### src/cp0_consts.svh
// CP0 constants: register positions, field bit positions, exception codes and vector
`ifndef CP0_CONSTS_SVH
`define CP0_CONSTS_SVH

// ------------------------------
// register positions {rd, sel}
// ------------------------------
`define CP0_ADDR_BADVADDR 8'h40
`define CP0_ADDR_COUNT    8'h48
`define CP0_ADDR_COMPARE  8'h58
`define CP0_ADDR_STATUS   8'h60
`define CP0_ADDR_CAUSE    8'h68
`define CP0_ADDR_EPC      8'h70

// fixed entry point for all exceptions
`define CP0_EXC_VECTOR    32'hBFC00380

// codes that report a faulting address
`define EXC_MOD           5'h01
`define EXC_TLBL          5'h02
`define EXC_TLBS          5'h03
`define EXC_ADEL          5'h04
`define EXC_ADES          5'h05

// ------------------------------
// field bit positions
// ------------------------------
`define STATUS_IE         0
`define STATUS_EXL        1
`define STATUS_IM_LO      8
`define STATUS_IM_HI      15
`define CP0_STATUS_BEV    22
`define CAUSE_EXC_LO      2
`define CAUSE_EXC_HI      6
`define CAUSE_IP_LO       8
`define CAUSE_IP_HI       15
`define CAUSE_TI          30
`define CAUSE_BD          31

`endif

### src/cp0Pkg.sv
// CP0 shared types: data word, register address, cause code, interrupt lines, EXL state
package cp0Pkg;

    // data word or virtual address
    typedef logic [31:0] word_t;

    // {rd, sel} register position
    typedef logic [7:0] cp0Addr_t;

    // exception cause code as stored in Cause
    typedef logic [4:0] excCode_t;

    // hardware interrupt pins
    typedef logic [5:0] intLines_t;

    // ------------------------------
    // exception level
    // ------------------------------
    // normal mode or inside a handler (Status.EXL)
    typedef enum logic {
        EXC_NORMAL = 1'b0,
        EXC_LEVEL  = 1'b1
    } excLevel_t;

endpackage

### src/cp0ExcCtrl.sv
// CP0 control: address decode, EXL state, exception entry and eret redirect, read mux
`timescale 1ns/100ps
`include "cp0_consts.svh"

module cp0ExcCtrl (
    input  logic             clk,
    input  logic             rst,
    input  logic             cp0Wen_i,
    input  cp0Pkg::cp0Addr_t cp0Addr_i,
    input  cp0Pkg::word_t    cp0WrData_i,
    input  logic             excValid_i,
    input  logic             excDelaySlot_i,
    input  logic             eret_i,
    input  cp0Pkg::excCode_t excCode_i,
    input  cp0Pkg::word_t    status_i,
    input  cp0Pkg::word_t    cause_i,
    input  cp0Pkg::word_t    epc_i,
    input  cp0Pkg::word_t    badVaddr_i,
    input  cp0Pkg::word_t    count_i,
    input  cp0Pkg::word_t    compare_i,
    output logic             wrStatus_o,
    output logic             wrCause_o,
    output logic             wrEpc_o,
    output logic             wrCount_o,
    output logic             wrCompare_o,
    output logic             takeExc_o,
    output logic             capBadVaddr_o,
    output logic             exl_o,
    output cp0Pkg::word_t    cp0RdData_o,
    output logic             cp0ExcOccur_o,
    output cp0Pkg::word_t    cp0ExcDestPc_o
);

    cp0Pkg::excLevel_t excLevel;
    logic              addrCode;

    // ------------------------------
    // write decode
    // ------------------------------
    assign wrStatus_o  = cp0Wen_i && (cp0Addr_i == `CP0_ADDR_STATUS);
    assign wrCause_o   = cp0Wen_i && (cp0Addr_i == `CP0_ADDR_CAUSE);
    assign wrEpc_o     = cp0Wen_i && (cp0Addr_i == `CP0_ADDR_EPC);
    assign wrCount_o   = cp0Wen_i && (cp0Addr_i == `CP0_ADDR_COUNT);
    assign wrCompare_o = cp0Wen_i && (cp0Addr_i == `CP0_ADDR_COMPARE);

    // ------------------------------
    // exception entry
    // ------------------------------
    // nested exceptions are ignored while in a handler
    assign takeExc_o = excValid_i && (excLevel == cp0Pkg::EXC_NORMAL);

    // address errors and TLB faults load BadVAddr
    assign addrCode = (excCode_i == `EXC_ADEL) || (excCode_i == `EXC_ADES) ||
                      (excCode_i == `EXC_TLBL) || (excCode_i == `EXC_TLBS) ||
                      (excCode_i == `EXC_MOD);
    assign capBadVaddr_o = takeExc_o && addrCode;

    // software write wins over entry, entry over eret
    always_ff @(posedge clk) begin
        if (!rst) begin
            excLevel <= cp0Pkg::EXC_NORMAL;
        end else if (wrStatus_o) begin
            excLevel <= cp0WrData_i[`STATUS_EXL] ? cp0Pkg::EXC_LEVEL : cp0Pkg::EXC_NORMAL;
        end else if (takeExc_o) begin
            excLevel <= cp0Pkg::EXC_LEVEL;
        end else if (eret_i) begin
            excLevel <= cp0Pkg::EXC_NORMAL;
        end
    end

    assign exl_o = (excLevel == cp0Pkg::EXC_LEVEL);

    // ------------------------------
    // redirect to pipeline front
    // ------------------------------
    assign cp0ExcOccur_o = takeExc_o || eret_i;

    always_comb begin
        if (takeExc_o) begin
            cp0ExcDestPc_o = `CP0_EXC_VECTOR;
        end else if (eret_i) begin
            cp0ExcDestPc_o = epc_i;
        end else begin
            cp0ExcDestPc_o = '0;
        end
    end

    // ------------------------------
    // move-from read mux
    // ------------------------------
    always_comb begin
        case (cp0Addr_i)
            `CP0_ADDR_STATUS:   cp0RdData_o = status_i;
            `CP0_ADDR_CAUSE:    cp0RdData_o = cause_i;
            `CP0_ADDR_EPC:      cp0RdData_o = epc_i;
            `CP0_ADDR_BADVADDR: cp0RdData_o = badVaddr_i;
            `CP0_ADDR_COUNT:    cp0RdData_o = count_i;
            `CP0_ADDR_COMPARE:  cp0RdData_o = compare_i;
            // unimplemented registers read as zero
            default:            cp0RdData_o = '0;
        endcase
    end

endmodule

### src/cp0ExcRegs.sv
// CP0 EPC and BadVAddr, captured on exception entry
`timescale 1ns/100ps

module cp0ExcRegs (
    input  logic          clk,
    input  logic          takeExc_i,
    input  logic          capBadVaddr_i,
    input  logic          wrEpc_i,
    input  logic          excDelaySlot_i,
    input  cp0Pkg::word_t excPc_i,
    input  cp0Pkg::word_t excBadVaddr_i,
    input  cp0Pkg::word_t wrData_i,
    output cp0Pkg::word_t epc_o,
    output cp0Pkg::word_t badVaddr_o
);

    cp0Pkg::word_t epc;
    cp0Pkg::word_t badVaddr;
    cp0Pkg::word_t excRestartPc;

    // ------------------------------
    // EPC
    // ------------------------------
    // in a delay slot the handler restarts at the branch
    assign excRestartPc = excDelaySlot_i ? (excPc_i - 32'd4) : excPc_i;

    // hardware capture wins over mtc0
    always_ff @(posedge clk) begin
        if (takeExc_i) begin
            epc <= excRestartPc;
        end else if (wrEpc_i) begin
            epc <= wrData_i;
        end
    end

    // ------------------------------
    // BadVAddr
    // ------------------------------
    // read-only to software
    always_ff @(posedge clk) begin
        if (capBadVaddr_i) begin
            badVaddr <= excBadVaddr_i;
        end
    end

    assign epc_o      = epc;
    assign badVaddr_o = badVaddr;

endmodule

### src/cp0StatusCause.sv
// CP0 Status and Cause fields, with interrupt pin sampling and timer interrupt flag
`timescale 1ns/100ps
`include "cp0_consts.svh"

module cp0StatusCause (
    input  logic              clk,
    input  logic              rst,
    input  logic              wrStatus_i,
    input  logic              wrCause_i,
    input  cp0Pkg::word_t     wrData_i,
    input  logic              takeExc_i,
    input  logic              excDelaySlot_i,
    input  logic              timerHit_i,
    input  logic              wrCompare_i,
    input  logic              exl_i,
    input  cp0Pkg::excCode_t  excCode_i,
    input  cp0Pkg::intLines_t extInt_i,
    output cp0Pkg::word_t     status_o,
    output cp0Pkg::word_t     cause_o
);

    logic [7:0]       statusIm;
    logic             statusIe;
    logic             causeBd;
    logic             causeTi;
    logic [7:0]       causeIp;
    cp0Pkg::excCode_t causeExc;

    // ------------------------------
    // Status
    // ------------------------------
    // interrupt mask keeps its value across reset
    always_ff @(posedge clk) begin
        if (wrStatus_i) begin
            statusIm <= wrData_i[`STATUS_IM_HI:`STATUS_IM_LO];
        end
    end

    always_ff @(posedge clk) begin
        if (!rst) begin
            statusIe <= 1'b0;
        end else if (wrStatus_i) begin
            statusIe <= wrData_i[`STATUS_IE];
        end
    end

    // ------------------------------
    // Cause
    // ------------------------------
    always_ff @(posedge clk) begin
        if (!rst) begin
            causeBd  <= 1'b0;
            causeExc <= '0;
        end else if (takeExc_i) begin
            causeBd  <= excDelaySlot_i;
            causeExc <= excCode_i;
        end
    end

    // compare write acknowledges the timer
    always_ff @(posedge clk) begin
        if (!rst) begin
            causeTi <= 1'b0;
        end else if (wrCompare_i) begin
            causeTi <= 1'b0;
        end else if (timerHit_i) begin
            causeTi <= 1'b1;
        end
    end

    // hardware lines sampled every cycle, IP7 shared with the timer
    always_ff @(posedge clk) begin
        if (!rst) begin
            causeIp <= '0;
        end else begin
            causeIp[7]   <= extInt_i[5] || causeTi;
            causeIp[6:2] <= extInt_i[4:0];
            if (wrCause_i) begin
                // only the two software interrupt bits are writable
                causeIp[1:0] <= wrData_i[`CAUSE_IP_LO+1:`CAUSE_IP_LO];
            end
        end
    end

    // ------------------------------
    // register images
    // ------------------------------
    always_comb begin
        status_o                                = '0;
        status_o[`CP0_STATUS_BEV]               = 1'b1;
        status_o[`STATUS_IM_HI:`STATUS_IM_LO]   = statusIm;
        status_o[`STATUS_EXL]                   = exl_i;
        status_o[`STATUS_IE]                    = statusIe;
    end

    always_comb begin
        cause_o                                 = '0;
        cause_o[`CAUSE_BD]                      = causeBd;
        cause_o[`CAUSE_TI]                      = causeTi;
        cause_o[`CAUSE_IP_HI:`CAUSE_IP_LO]      = causeIp;
        cause_o[`CAUSE_EXC_HI:`CAUSE_EXC_LO]    = causeExc;
    end

endmodule

### src/cp0Timer.sv
// CP0 Count and Compare timer, raises a hit when the two registers match
`timescale 1ns/100ps

module cp0Timer (
    input  logic          clk,
    input  logic          rst,
    input  logic          wrCount_i,
    input  logic          wrCompare_i,
    input  cp0Pkg::word_t wrData_i,
    output cp0Pkg::word_t count_o,
    output cp0Pkg::word_t compare_o,
    output logic          timerHit_o
);

    cp0Pkg::word_t count;
    cp0Pkg::word_t compare;
    logic          tick;

    // ------------------------------
    // Count
    // ------------------------------
    // delays the first increment by one cycle after reset
    always_ff @(posedge clk) begin
        if (!rst) begin
            tick <= 1'b0;
        end else begin
            tick <= 1'b1;
        end
    end

    always_ff @(posedge clk) begin
        if (!rst) begin
            count <= '0;
        end else if (wrCount_i) begin
            count <= wrData_i;
        end else if (tick) begin
            count <= count + 32'd1;
        end
    end

    // ------------------------------
    // Compare
    // ------------------------------
    always_ff @(posedge clk) begin
        if (!rst) begin
            compare <= '0;
        end else if (wrCompare_i) begin
            compare <= wrData_i;
        end
    end

    assign count_o    = count;
    assign compare_o  = compare;
    assign timerHit_o = (count == compare);

endmodule

### src/cp0Top.sv
// CP0 top level: control block with Status/Cause, timer and exception registers
`timescale 1ns/100ps

module cp0Top (
    input  logic              clk,
    input  logic              rst,
    input  logic              cp0Wen_i,
    input  cp0Pkg::cp0Addr_t  cp0Addr_i,
    input  cp0Pkg::word_t     cp0WrData_i,
    input  logic              excValid_i,
    input  cp0Pkg::excCode_t  excCode_i,
    input  logic              excDelaySlot_i,
    input  cp0Pkg::word_t     excPc_i,
    input  cp0Pkg::word_t     excBadVaddr_i,
    input  logic              eret_i,
    input  cp0Pkg::intLines_t extInt_i,
    output cp0Pkg::word_t     cp0RdData_o,
    output logic              cp0ExcOccur_o,
    output cp0Pkg::word_t     cp0ExcDestPc_o,
    output cp0Pkg::word_t     cp0Status_o,
    output cp0Pkg::word_t     cp0Cause_o
);

    logic          wrStatus;
    logic          wrCause;
    logic          wrEpc;
    logic          wrCount;
    logic          wrCompare;
    logic          takeExc;
    logic          capBadVaddr;
    logic          exl;
    logic          timerHit;
    cp0Pkg::word_t status;
    cp0Pkg::word_t cause;
    cp0Pkg::word_t epc;
    cp0Pkg::word_t badVaddr;
    cp0Pkg::word_t count;
    cp0Pkg::word_t compare;

    cp0ExcCtrl cp0ExcCtrl_i (
        .clk(clk), .rst(rst),
        .cp0Wen_i(cp0Wen_i), .cp0Addr_i(cp0Addr_i), .cp0WrData_i(cp0WrData_i),
        .excValid_i(excValid_i), .excDelaySlot_i(excDelaySlot_i),
        .eret_i(eret_i), .excCode_i(excCode_i),
        .status_i(status), .cause_i(cause), .epc_i(epc),
        .badVaddr_i(badVaddr), .count_i(count), .compare_i(compare),
        .wrStatus_o(wrStatus), .wrCause_o(wrCause), .wrEpc_o(wrEpc),
        .wrCount_o(wrCount), .wrCompare_o(wrCompare),
        .takeExc_o(takeExc), .capBadVaddr_o(capBadVaddr), .exl_o(exl),
        .cp0RdData_o(cp0RdData_o), .cp0ExcOccur_o(cp0ExcOccur_o),
        .cp0ExcDestPc_o(cp0ExcDestPc_o)
    );

    cp0StatusCause cp0StatusCause_i (
        .clk(clk), .rst(rst),
        .wrStatus_i(wrStatus), .wrCause_i(wrCause), .wrData_i(cp0WrData_i),
        .takeExc_i(takeExc), .excDelaySlot_i(excDelaySlot_i),
        .timerHit_i(timerHit), .wrCompare_i(wrCompare), .exl_i(exl),
        .excCode_i(excCode_i), .extInt_i(extInt_i),
        .status_o(status), .cause_o(cause)
    );

    cp0Timer cp0Timer_i (
        .clk(clk), .rst(rst),
        .wrCount_i(wrCount), .wrCompare_i(wrCompare), .wrData_i(cp0WrData_i),
        .count_o(count), .compare_o(compare), .timerHit_o(timerHit)
    );

    cp0ExcRegs cp0ExcRegs_i (
        .clk(clk),
        .takeExc_i(takeExc), .capBadVaddr_i(capBadVaddr), .wrEpc_i(wrEpc),
        .excDelaySlot_i(excDelaySlot_i), .excPc_i(excPc_i),
        .excBadVaddr_i(excBadVaddr_i), .wrData_i(cp0WrData_i),
        .epc_o(epc), .badVaddr_o(badVaddr)
    );

    assign cp0Status_o = status;
    assign cp0Cause_o  = cause;

endmodule

### config.mk
export PLATFORM = sky130hd
export DESIGN_NAME = cp0Top
export DESIGN_NICKNAME = d
export VERILOG_FILES = /design/src/cp0Pkg.sv /design/src/cp0ExcCtrl.sv /design/src/cp0ExcRegs.sv /design/src/cp0StatusCause.sv /design/src/cp0Timer.sv /design/src/cp0Top.sv
export VERILOG_INCLUDE_DIRS = /design/src
export SDC_FILE = /design/constraint.sdc
export NUM_CORES = 1
export LEC_CHECK = 0
export ABC_AREA = 0
export BUFFER_PORTS_ARGS = -buffer_cell sky130_fd_sc_hd__buf_2
export CAP_MARGIN = 20
export CORE_ASPECT_RATIO = 1.75
export CORE_MARGIN = 4
export CORE_UTILIZATION = 55
export CTS_BUF_LIST = sky130_fd_sc_hd__clkbuf_8
export CTS_CLUSTER_DIAMETER = 60
export DETAILED_ROUTE_END_ITERATION = 6
export MAX_ROUTING_LAYER = met4
export PLACE_DENSITY_LB_ADDON = 0.05
export SYNTH_ARGS = -nofsm -noshare
export SYNTH_HDL_FRONTEND = slang
export SYNTH_HIERARCHICAL = 1
export SYNTH_SLANG_ARGS = --single-unit
### constraint.sdc
create_clock -name clk -period 4.2 [get_ports clk]
set_clock_uncertainty 0.2 [all_clocks]
set_input_delay 0.63 -clock clk [delete_from_list [all_inputs] [get_ports clk]]
set_output_delay 0.63 -clock clk [all_outputs]
set_load 0.02 [all_outputs]
# Word level (Yosys, flattened, before mapping)
# Cells that the tools add are included.
[op_classes]
n_addsub = 2
reduce_logical = 17
n_mux = 13
n_eq_ne = 12
bitwise = 2
[ops]
columns = ["op", "n"]
rows = [
  ["32-bit two-way mux", 7],
  ["32-bit one-hot mux with 6 select lines", 1],
  ["8-bit by 7-bit == test with 1-bit output, second input constant", 6],
  ["32-bit by 1-bit adder with 32-bit output, second input constant", 1],
  ["32-bit == test", 1],
  ["32-bit by 3-bit subtractor with 32-bit output, second input constant", 1],
  ["5-bit by 2-bit == test with 1-bit output, second input constant", 2],
  ["5-bit by 3-bit == test with 1-bit output, second input constant", 2],
  ["1-bit logical AND", 7],
  ["1-bit logical OR", 6],
  ["5-bit by 1-bit == test with 1-bit output, second input constant", 1],
  ["1-bit two-way mux", 5],
  ["2-bit nonzero test", 2],
  ["3-bit nonzero test", 1],
  ["1-bit NOT", 2],
  ["2-bit OR reduction", 1],
]
[totals]
ff_bits = 154
output_inout_bits = 129
input_bits = 121

# Depth between registers and ports, before layout
# Gate-level depths: netlist (run 1).
[logic_depth]
word_depth = 6
mapped_depth = 9
mapped_depth_nobuf = 6

# Modules after synthesis
# Netlist (run 1), hierarchy kept.
[modules_own_cells]
columns = ["mod", "cells_per_inst", "instances", "seq_area_each_um2", "area_per_inst_um2"]
rows = [
  ["cp0Timer", 404, 1, 1301.2, 3568.4],
  ["cp0ExcRegs", 232, 1, 1921.8, 2927.8],
  ["cp0ExcCtrl", 233, 1, 20.0, 1607.8],
  ["cp0StatusCause", 97, 1, 560.5, 1106.1],
]

# Worst setup path after synthesis (run 1)
# Ideal clock, no wire load.
[synth_timing]
path_kind = "input-to-reg"
from = "input port excPc_i[6]"
to = "register cp0ExcRegs_i.epc[31], in the netlist cp0ExcRegs_i/epc_o[31], data pin"
required_time_ps = 3726
path_buffers = 3
path_slack_ps = 1432
arrival_ps = 2294
path_stages = 7
path_cell_list = "or3_1 > buf_2 > or4_1 > clkbuf_1 > clkbuf_1 > o31ai_1 > a31oi_1"
[synth_via]
elab_chain_cells = 3
[synth_lines]
columns = ["item", "line_no", "text"]
rows = [
  ["from (decl)", "cp0Top.sv:13", "input cp0Pkg::word_t excPc_i,"],
  ["32-bit by 3-bit subtractor with 32-bit output", "cp0ExcRegs.sv:25", "assign excRestartPc = excDelaySlot_i ? (excPc_i - 32'd4) : excPc_i;"],
  ["32-bit two-way mux", "cp0ExcRegs.sv:25", ""],
  ["32-bit two-way mux", "cp0ExcRegs.sv:29", "if (takeExc_i) begin"],
  ["to (signal assigned)", "cp0ExcRegs.sv:30", "epc <= excRestartPc;"],
  ["to (signal assigned)", "cp0ExcRegs.sv:32", "epc <= wrData_i;"],
  ["to (decl)", "cp0ExcRegs.sv:17", "cp0Pkg::word_t epc;"],
]
# Every way passes these cells.
# A chain may end at the register's enable or synchronous reset.

# Final worst setup path (run 1)
[layout_timing]
from = "input port cp0Addr_i[1]"
to = "output port cp0RdData_o[20]"
[layout_via]
elab_chain_cells = 2
[layout_lines]
columns = ["item", "line_no", "text"]
rows = [
  ["from (decl)", "cp0Top.sv:8", "input cp0Pkg::cp0Addr_t cp0Addr_i,"],
  ["8-bit by 7-bit == test with 1-bit output", "cp0ExcCtrl.sv:92", "case (cp0Addr_i)"],
  ["32-bit one-hot mux with 6 select lines *", "cp0ExcCtrl.sv:92", ""],
  ["to (decl)", "cp0Top.sv:17", "output cp0Pkg::word_t cp0RdData_o,"],
]
# Every way passes the cells marked *; elsewhere a longest branch is shown, timed or not.

==> impl_metrics.yaml, run 1 <==
timing:
  fmax_mhz: 295
  period_share_pct: 80.6
  finalMaxSlewViolations: 0
  rsz0062_at_grt: "no"
  finalCriticalPeriod_ns: 3.39
  finalSetupViolations: 0
  tns_ns: 0
  timing.final.ws_setup_ns: 0.815
  tightest_slew_ns: 1.14
  relSlewSlack_pct: 24.3
  finalHoldViolations: 0
cells_and_area:
  final_area_um2: 10500
  layout-drive-gt1-share_pct: 24.9
  layout_common_cells: "210 x buf_2, 82 x dfxtp_1, 72 x edfxtp_1"
  syn_to_final_growth_pct: 14.4
  nets: 1248
  multi_input_area_um2: 4840
  fin_cells: 1364
  seq_area_um2: 3800
  fill_cells: 1516
  mostFrequentLayoutCell: "buf_2"
global_routing:
  grt_first_pass_wirelength_um: 51100
  use_met3_pct: 6.59
  gr-total-overflow: 0
  grt.busiest_layer: "met2"
  grt.met1_usage_pct: 37.3
  grt_pass1_vias: 8497
  grt_max_degree: 85
  grt_util_all_layers_pct: 37.6
  antenna_found_initial: 1
  grt_use_met2_pct: 63.7
detailed_routing:
  routedWlPerCell_um: 26.1
  ant_nets: 0
  vias: 9033
  drcViolationCount: 6
  viasPerCell: 6.62
  drt_iter0_drc: 951
  wirelength_um: 35600
  drt_first_pass_iters: 7
yosys:
  synth_top_family_by_area: "simple AND/OR/NAND/NOR gates"
  ys_top_cells_by_area: "edfxtp_1 23%, dfxtp_1 18%, mux2i_1 4.6%, buf_4 3.9%, xor2_1 3.8%"
  synth-xor-area-share_pct: 5.04
  synth_compound_area_share_pct: 18.7
  synth_top_area_cell: "edfxtp_1"
  yosys.area_share.adder_pct: 0.272
  yosysTopAreaCellShare_pct: 23.5
  dominantRegCellSynth: "dfxtp_1"
  synth_cell_types: 61
  ys_seq_elements: 154
  synth_area_um2: 9210
  synth_cells: 966
  ys_warn_count: 6
  avgSynthCellArea_um2: 9.53
  seq_area_frac_synth_pct: 41.3
  synth_simple_gate_area_share_pct: 21.7
  muxShareOfSynthArea_pct: 4.93
  synth-edff-count: 72
  synth-async-reset-ratio_pct: 0
worst_setup_path:
  cp_max_fo: 30
  timing.rr.end: "cp0Timer_i/count_o[16]"
  slowest_stage: "and2_4"
  max_stage_delay_ns: 0.42
  worst-r2r-cell-count: 5
  start_kind: "input pin"
  crit_path_end_kind: "primary output"
  setup.worst_path.class: "in2out"
  crit_chain: "buf_2 > nor4b_4 > buf_4 > and2_4 > a222oi_1 > o21ai_1 > buf_2"
  ff2ff_setup_slack_ns: 1.51
  critPathArrivalTime_ns: 2.56
  startpoint: "cp0Addr_i[1]"
  r2r_start: "cp0Timer_i/count_o[1]"
  cp_common_cell: "buf_2"
  required_ns: 3.37
pwr:
  power_leakage_nw: 4.25
  total_power_mw: 3.21
  cellPowerDensity_nw_per_um2: 304
  vdd_ir_drop_max_uv: 172
worst_hold_path:
  hold_path_startpoint: "excBadVaddr_i[21]"
  holdPathEnd: "cp0ExcRegs_i/badVaddr_o[21]"
  hold_depth: 1
  hold_class: "in2reg"
cts:
  clock_latency_ns: 0.47
  cts_tree: "built"
  cts_resized: 0
  cts_setup_buffers: 0
  cts.sinks: 154
  numCtsBuffers: 17
  cts-root-buf: "clkbuf_8"
  path_clk_slew_ns: 0.09
  cts_buffer_depth: 2
  holdBufCountCts: 0
  cts.htree.levels: 4
flow_run:
  cap_violations: 0
placed_design:
  hpwl_um: 26600
  place_ws_ns: 0.704
  place_congestion: 0.951
  dp_cells: 1329
  port_buffers: 210
  placed_cell_area_um2: 10100
outcome:
  status: "finished with violations"
  violations: "DRC"
floorplanning:
  coreArea_um2: 16400
  start_util_pct: 56.0
  rows: 62
  die_y_um: 179
  fp.dieArea_um2: 19000
  io_pins: 250
  die_w_um: 106
where the power goes:
part	leakage, nW	internal (mW)	switching, mW
Sequential	1.33	1.63	0.0423
Clock	0.189	0.439	0.634
Combinational	2.73	0.152	0.313
cell usage after synthesis, drive strengths merged, types with 24 or more instances:
| library cell | count |
|---|---|
| a222oi | 31 |
| a22o | 24 |
| a22oi | 28 |
| a31oi | 25 |
| and3 | 31 |
| buf | 71 |
| clkbuf | 55 |
| dfxtp | 82 |
| edfxtp | 72 |
| mux2i | 42 |
| nand2 | 55 |
| nor2 | 42 |
| nor2b | 44 |
| o21ai | 45 |
| or4 | 29 |
| xor2 | 40 |
worst max-delay path by stage:
stage	to	slack, ns	cells past startpoint
after CTS	cp0RdData_o[20]	0.87	7
final	cp0RdData_o[20]	0.81	7
after global routing	cp0RdData_o[20]	0.81	7
after detailed placement	cp0Timer_i/count_o[29]	0.70	9
after floorplan	cp0ExcRegs_i/epc_o[31]	1.43	7
after global placement	cp0Timer_i/count_o[29]	0.78	9
per-layer routing:
metal / vias to the layer above / wire length (um) / share of wire (%)
met2: 616 / 17700 / 50
li1: 3957 / - / -
met1: 4286 / 11600 / 33
met5: - / 0 / 0
met4: 0 / 3570 / 10
met3: 174 / 2650 / 7.5
per-stage QoR:
| step | hold slack (ns) | util [%] |
|---|---|---|
| 3_3_place_gp | 0.326 | 61.7 |
| 2_1_floorplan | 0.264 | - |
| 4_1_cts | 0.105 | 63.9 |
| 5_1_grt | 0.0965 | 64.1 |
| 3_5_place_dp | 0.335 | 61.7 |
| 6_report | 0.125 | 64.1 |
registers in the layout (all words and copies together) (netlist names), 5 cells and up:
register,flops
cp0ExcRegs_i/badVaddr_o,32
cp0ExcRegs_i/epc_o,32
cp0StatusCause_i/causeExc,5
cp0StatusCause_i/causeIp,8
cp0StatusCause_i/statusIm,8
cp0Timer_i/compare_o,32
cp0Timer_i/count_o,32
critical path: cells and delay by family:
kind | cells | cell delay (ns)
AND/OR/NAND/NOR | 2 | 0.80
buffers and inverters | 3 | 0.68
AO/OA/AOI/OAI | 2 | 0.43
logic make-up after synthesis:
group           after synthesis
simple gates                343
compound gates              233
flops                       154
buf+inv                     134
xor+xnor                     53
mux                          45
fa+ha+maj                     2
other cells                   2
cell type report:
cell class | count | share of cell area (%)
clock buffer | 18 | 2.35
sequential | 154 | 36.1
clock inverter | 14 | 1.07
multi-input combinational | 715 | 46.0
timing repair buffer | 229 | 11.5
tap | 224 | 2.66
inverter | 8 | 0.285
antenna | 2 | 0.0475
Note: power is estimated with default switching activity, not from simulation.
==> run 2: changes to the inputs <==
==> constraint.sdc (replaced) <==
create_clock -name clk -period 3.29 [get_ports clk]
set_clock_uncertainty 0.2 [all_clocks]
set_input_delay 0.4935 -clock clk [delete_from_list [all_inputs] [get_ports clk]]
set_output_delay 0.4935 -clock clk [all_outputs]
set_load 0.02 [all_outputs]
==> impl_metrics.yaml, run 2 (synthesis gave the netlist of run 1 again) <==
outcome:
  status: "finished with violations"
  violations: "DRC"
placed_design:
  hpwl_um: 26700
  dp_cells: 1343
  place_congestion: 0.997
  port_buffers: 210
detailed_routing:
  wirelength_um: 36100
  drcViolationCount: 27
  drt_first_pass_iters: 7
  drt_iter0_drc: 1039
  viasPerCell: 6.53
  routedWlPerCell_um: 25.5
  ant_nets: 0
  vias: 9239
cts:
  path_clk_slew_ns: 0.10
  clock_latency_ns: 0.48
  cts-root-buf: "clkbuf_8"
  cts_buffer_depth: 2
  cts_tree: "built"
  numCtsBuffers: 17
  cts.sinks: 154
  holdBufCountCts: 37
  cts_setup_buffers: 0
  cts_resized: 0
  cts.htree.levels: 4
floorplanning:
  rows: 62
  io_pins: 250
  coreArea_um2: 16400
  fp.dieArea_um2: 19000
  start_util_pct: 56.0
  die_y_um: 179
  die_w_um: 106
global_routing:
  antenna_found_initial: 3
  grt_util_all_layers_pct: 38.0
  grt_pass1_vias: 8758
  gr-total-overflow: 0
  grt_first_pass_wirelength_um: 51700
  grt_max_degree: 85
pwr:
  cellPowerDensity_nw_per_um2: 376
  vdd_ir_drop_max_uv: 246
  power_leakage_nw: 4.48
timing:
  finalSetupViolations: 0
  finalHoldViolations: 0
  tightest_slew_ns: 0.795
  finalMaxSlewViolations: 0
  period_share_pct: 91.3
  tns_ns: 0
  hold_slack_ns: 0.0249
  finalCriticalPeriod_ns: 3.00
  relSlewSlack_pct: 47.0
  fmax_mhz: 333
  rsz0062_at_grt: "no"
cells_and_area:
  syn_to_final_growth_pct: 20.1
  nets: 1298
  fill_cells: 1491
  fin_cells: 1415
  layout-drive-gt1-share_pct: 24.9
  mostFrequentLayoutCell: "buf_2"
  layout_common_cells: "210 x buf_2, 82 x dfxtp_1, 72 x edfxtp_1"
worst_setup_path:
  setup.worst_path.class: "in2out"
  cp_max_fo: 11
  required_ns: 2.60
  start_kind: "input pin"
  critPathArrivalTime_ns: 2.31
  crit_path_end_kind: "primary output"
worst_hold_path:
  hold_class: "in2reg"
flow_run:
  cap_violations: 0
## run 2: worst paths after layout
kind	slack, ns	from	endpoint	depth (start not counted)
worst max-delay path	0.29	cp0Addr_i[1]	cp0RdData_o[15]	9
worst min-delay path	0.02	extInt_i[1]	cp0StatusCause_i/causeIp[3]	2
worst max register to register	0.83	cp0Timer_i/count_o[16]	cp0Timer_i/count_o[30]	4
worst min register to register	0.35	cp0StatusCause_i/causeExc[4]	cp0StatusCause_i/causeExc[4]	2
## run 2: area by class of cell
class	instances	area [um2]	share of cell area, %
tap	224	280	2.53
clock buffer	18	248	2.24
sequential	154	3800	34.4
antenna	3	7.51	0.0679
inverter	8	30.0	0.272
multi-input combinational	715	4840	43.8
timing repair buffer	279	1720	15.6
clock inverter	14	123	1.11
## run 2: metrics by stage
step | util, % | instance area (um2) | power [mW] | setup slack, ns
4_1_cts | 67.2 | 11100 | 4.15 | 0.343
3_3_place_gp | 62.7 | 10300 | 2.75 | 0.348
3_5_place_dp | 62.7 | 10300 | 2.75 | 0.348
2_1_floorplan | - | 9350 | 2.52 | 0.659
5_1_grt | 67.2 | 11100 | 4.30 | 0.213
6_report | 67.2 | 11100 | 4.16 | 0.287
## run 2: per-layer routing
metal / vias up / track usage [%] / wire length, um
met5: - / - / 0
met4: 0 / 33.6 / 3680
met3: 187 / 6.45 / 3020
met2: 637 / 63.4 / 17800
met1: 4354 / 37.9 / 11600
li1: 4061 / - / -
## run 2: critical path, stage by stage
cell      delay, ns
buf_2          0.14
nor4b_4        0.50
buf_4          0.28
and2_1         0.16
buf_4          0.18
a222oi_1       0.11
buf_4          0.16
o21ai_1        0.08
buf_2          0.19
## run 2: power breakdown
group	internal (mW)	total, mW	switching, mW
clock network	0.621	1.39	0.769
logic	0.231	0.642	0.411
registers	2.07	2.12	0.0504
==> run 3: changes to the inputs <==
--- a/config.mk
+++ b/config.mk
@@ -9,7 +9,6 @@
 export ABC_AREA = 0
 export BUFFER_PORTS_ARGS = -buffer_cell sky130_fd_sc_hd__buf_2
 export CAP_MARGIN = 20
-export CORE_ASPECT_RATIO = 1.75
 export CORE_MARGIN = 4
 export CORE_UTILIZATION = 55
 export CTS_BUF_LIST = sky130_fd_sc_hd__clkbuf_8
==> impl_metrics.yaml, run 3 (synthesis gave the netlist of run 1 again) <==
cells_and_area:
  final_util_pct: 66.1
  layout-drive-gt1-share_pct: 24.1
  nets: 1280
  mostFrequentLayoutCell: "buf_2"
  layout_common_cells: "210 x buf_2, 82 x dfxtp_1, 72 x edfxtp_1"
  final_area_um2: 10900
  syn_to_final_growth_pct: 18.7
timing:
  finalSetupViolations: 0
  relSlewSlack_pct: 48.8
  rsz0062_at_grt: "no"
  tightest_slew_ns: 0.768
  tns_ns: 0
  period_share_pct: 89.1
  finalCriticalPeriod_ns: 2.93
  fmax_mhz: 341
  finalMaxSlewViolations: 0
  finalHoldViolations: 0
detailed_routing:
  drt_first_pass_iters: 7
  routedWlPerCell_um: 24.5
  wirelength_um: 34100
  ant_nets: 0
  viasPerCell: 6.51
  drcViolationCount: 2
  drt_iter0_drc: 1059
  vias: 9059
flow_run:
  cap_violations: 0
floorplanning:
  io_pins: 250
  rows: 47
  coreArea_um2: 16500
  start_util_pct: 55.7
  fp.dieArea_um2: 18900
  die_y_um: 137
  die_w_um: 137
cts:
  cts.htree.levels: 4
  path_clk_slew_ns: 0.08
  cts_resized: 0
  cts_buffer_depth: 2
  numCtsBuffers: 17
  cts_setup_buffers: 0
  cts.sinks: 154
  cts_tree: "built"
  cts-root-buf: "clkbuf_8"
  holdBufCountCts: 27
  clock_latency_ns: 0.46
global_routing:
  antenna_found_initial: 1
  grt_pass1_vias: 8055
  gr-total-overflow: 0
  grt_first_pass_wirelength_um: 48200
  grt.met1_usage_pct: 43.0
  grt_use_met2_pct: 56.2
  grt_util_all_layers_pct: 35.7
  use_met3_pct: 6.83
  grt_max_degree: 85
  grt.busiest_layer: "met2"
worst_hold_path:
  holdPathEnd: "cp0StatusCause_i/causeIp[7]"
  hold_class: "in2reg"
  hold_depth: 2
  hold_path_startpoint: "extInt_i[5]"
worst_setup_path:
  crit_path_end_kind: "primary output"
  worst-r2r-cell-count: 4
  critPathArrivalTime_ns: 2.24
  max_stage_delay_ns: 0.42
  crit_chain: "buf_2 > nor4bb_1 > buf_4 > and2_4 > a222oi_1 > o21ai_1 > buf_2"
  setup.worst_path.class: "in2out"
  timing.rr.end: "cp0Timer_i/count_o[26]"
  slowest_stage: "nor4bb_1"
  cp_common_cell: "buf_2"
  required_ns: 2.60
  start_kind: "input pin"
  r2r_start: "cp0Timer_i/count_o[3]"
  ff2ff_setup_slack_ns: 0.83
  cp_max_fo: 30
outcome:
  status: "finished with violations"
  violations: "DRC"
placed_design:
  hpwl_um: 25300
  placed_cell_area_um2: 10300
  port_buffers: 210
  place_congestion: 0.962
pwr:
  vdd_ir_drop_max_uv: 269
  power_leakage_nw: 4.43
  cellPowerDensity_nw_per_um2: 384
## run 3: cell count changes in the layout (fill, tap and decap cells not counted), sizes merged
cell	before	now
inv	13	14
dlygate4sd3	37	28
clkinvlp	0	1
clkinv	8	4
buf	242	233
bufinv	1	3
diode	3	2
## run 3: metrics by stage
step / power, mW / std cells / hold slack, ns / setup WS (ns)
after CTS: 4.18 / 1389 / 0.0108 / 0.399
after detailed placement: 2.74 / 1330 / 0.335 / 0.402
after global placement: 2.74 / 1330 / 0.329 / 0.378
after global routing: 4.33 / 1391 / 0.000505 / 0.277
after floorplan: 2.52 / 1003 / 0.264 / 0.659
final: 4.20 / 1392 / 0.0276 / 0.359
## run 3: worst max-delay path by stage
| stage | startpoint | end | slack, ns | cells after the start |
|---|---|---|---|---|
| 2_1_floorplan | excPc_i[6] | cp0ExcRegs_i/epc_o[31] | 0.66 | 7 |
| 3_3_place_gp | cp0Addr_i[7] | cp0RdData_o[28] | 0.38 | 7 |
| 3_5_place_dp | excPc_i[6] | cp0ExcRegs_i/epc_o[31] | 0.40 | 6 |
| 4_1_cts | cp0Addr_i[7] | cp0RdData_o[28] | 0.40 | 7 |
| 5_1_grt | cp0Addr_i[7] | cp0RdData_o[28] | 0.28 | 7 |
| 6_report | cp0Addr_i[7] | cp0RdData_o[28] | 0.36 | 7 |
## run 3: critical path, delay by kind of cell
kind | cells | cell delay (ns)
AND/OR/NAND/NOR | 2 | 0.81
buffers and inverters | 3 | 0.56
AO/OA/AOI/OAI | 2 | 0.36
## run 3: cell type report
class                      instances  area (um2)
antenna                            2        5.00
timing repair buffer             261        1580
tap                              220         275
clock buffer                      18         248
fill                            1431        5600
clock inverter                    14         144
multi-input combinational        715        4840
sequential                       154        3800
inverter                           8        30.0
## run 3: layer usage
metal	routed length, um	vias up
met3	3310	125
met5	0	-
met4	2190	0
li1	-	4015
met2	15900	616
met1	12700	4303
## run 3: power breakdown
| group | switching (mW) | leakage, nW | internal (mW) | total, mW |
|---|---|---|---|---|
| Combinational | 0.401 | 2.87 | 0.224 | 0.625 |
| Clock | 0.699 | 0.220 | 0.750 | 1.45 |
| Sequential | 0.0535 | 1.33 | 2.07 | 2.13 |
| Total | 1.15 | 4.43 | 3.05 | 4.20 |
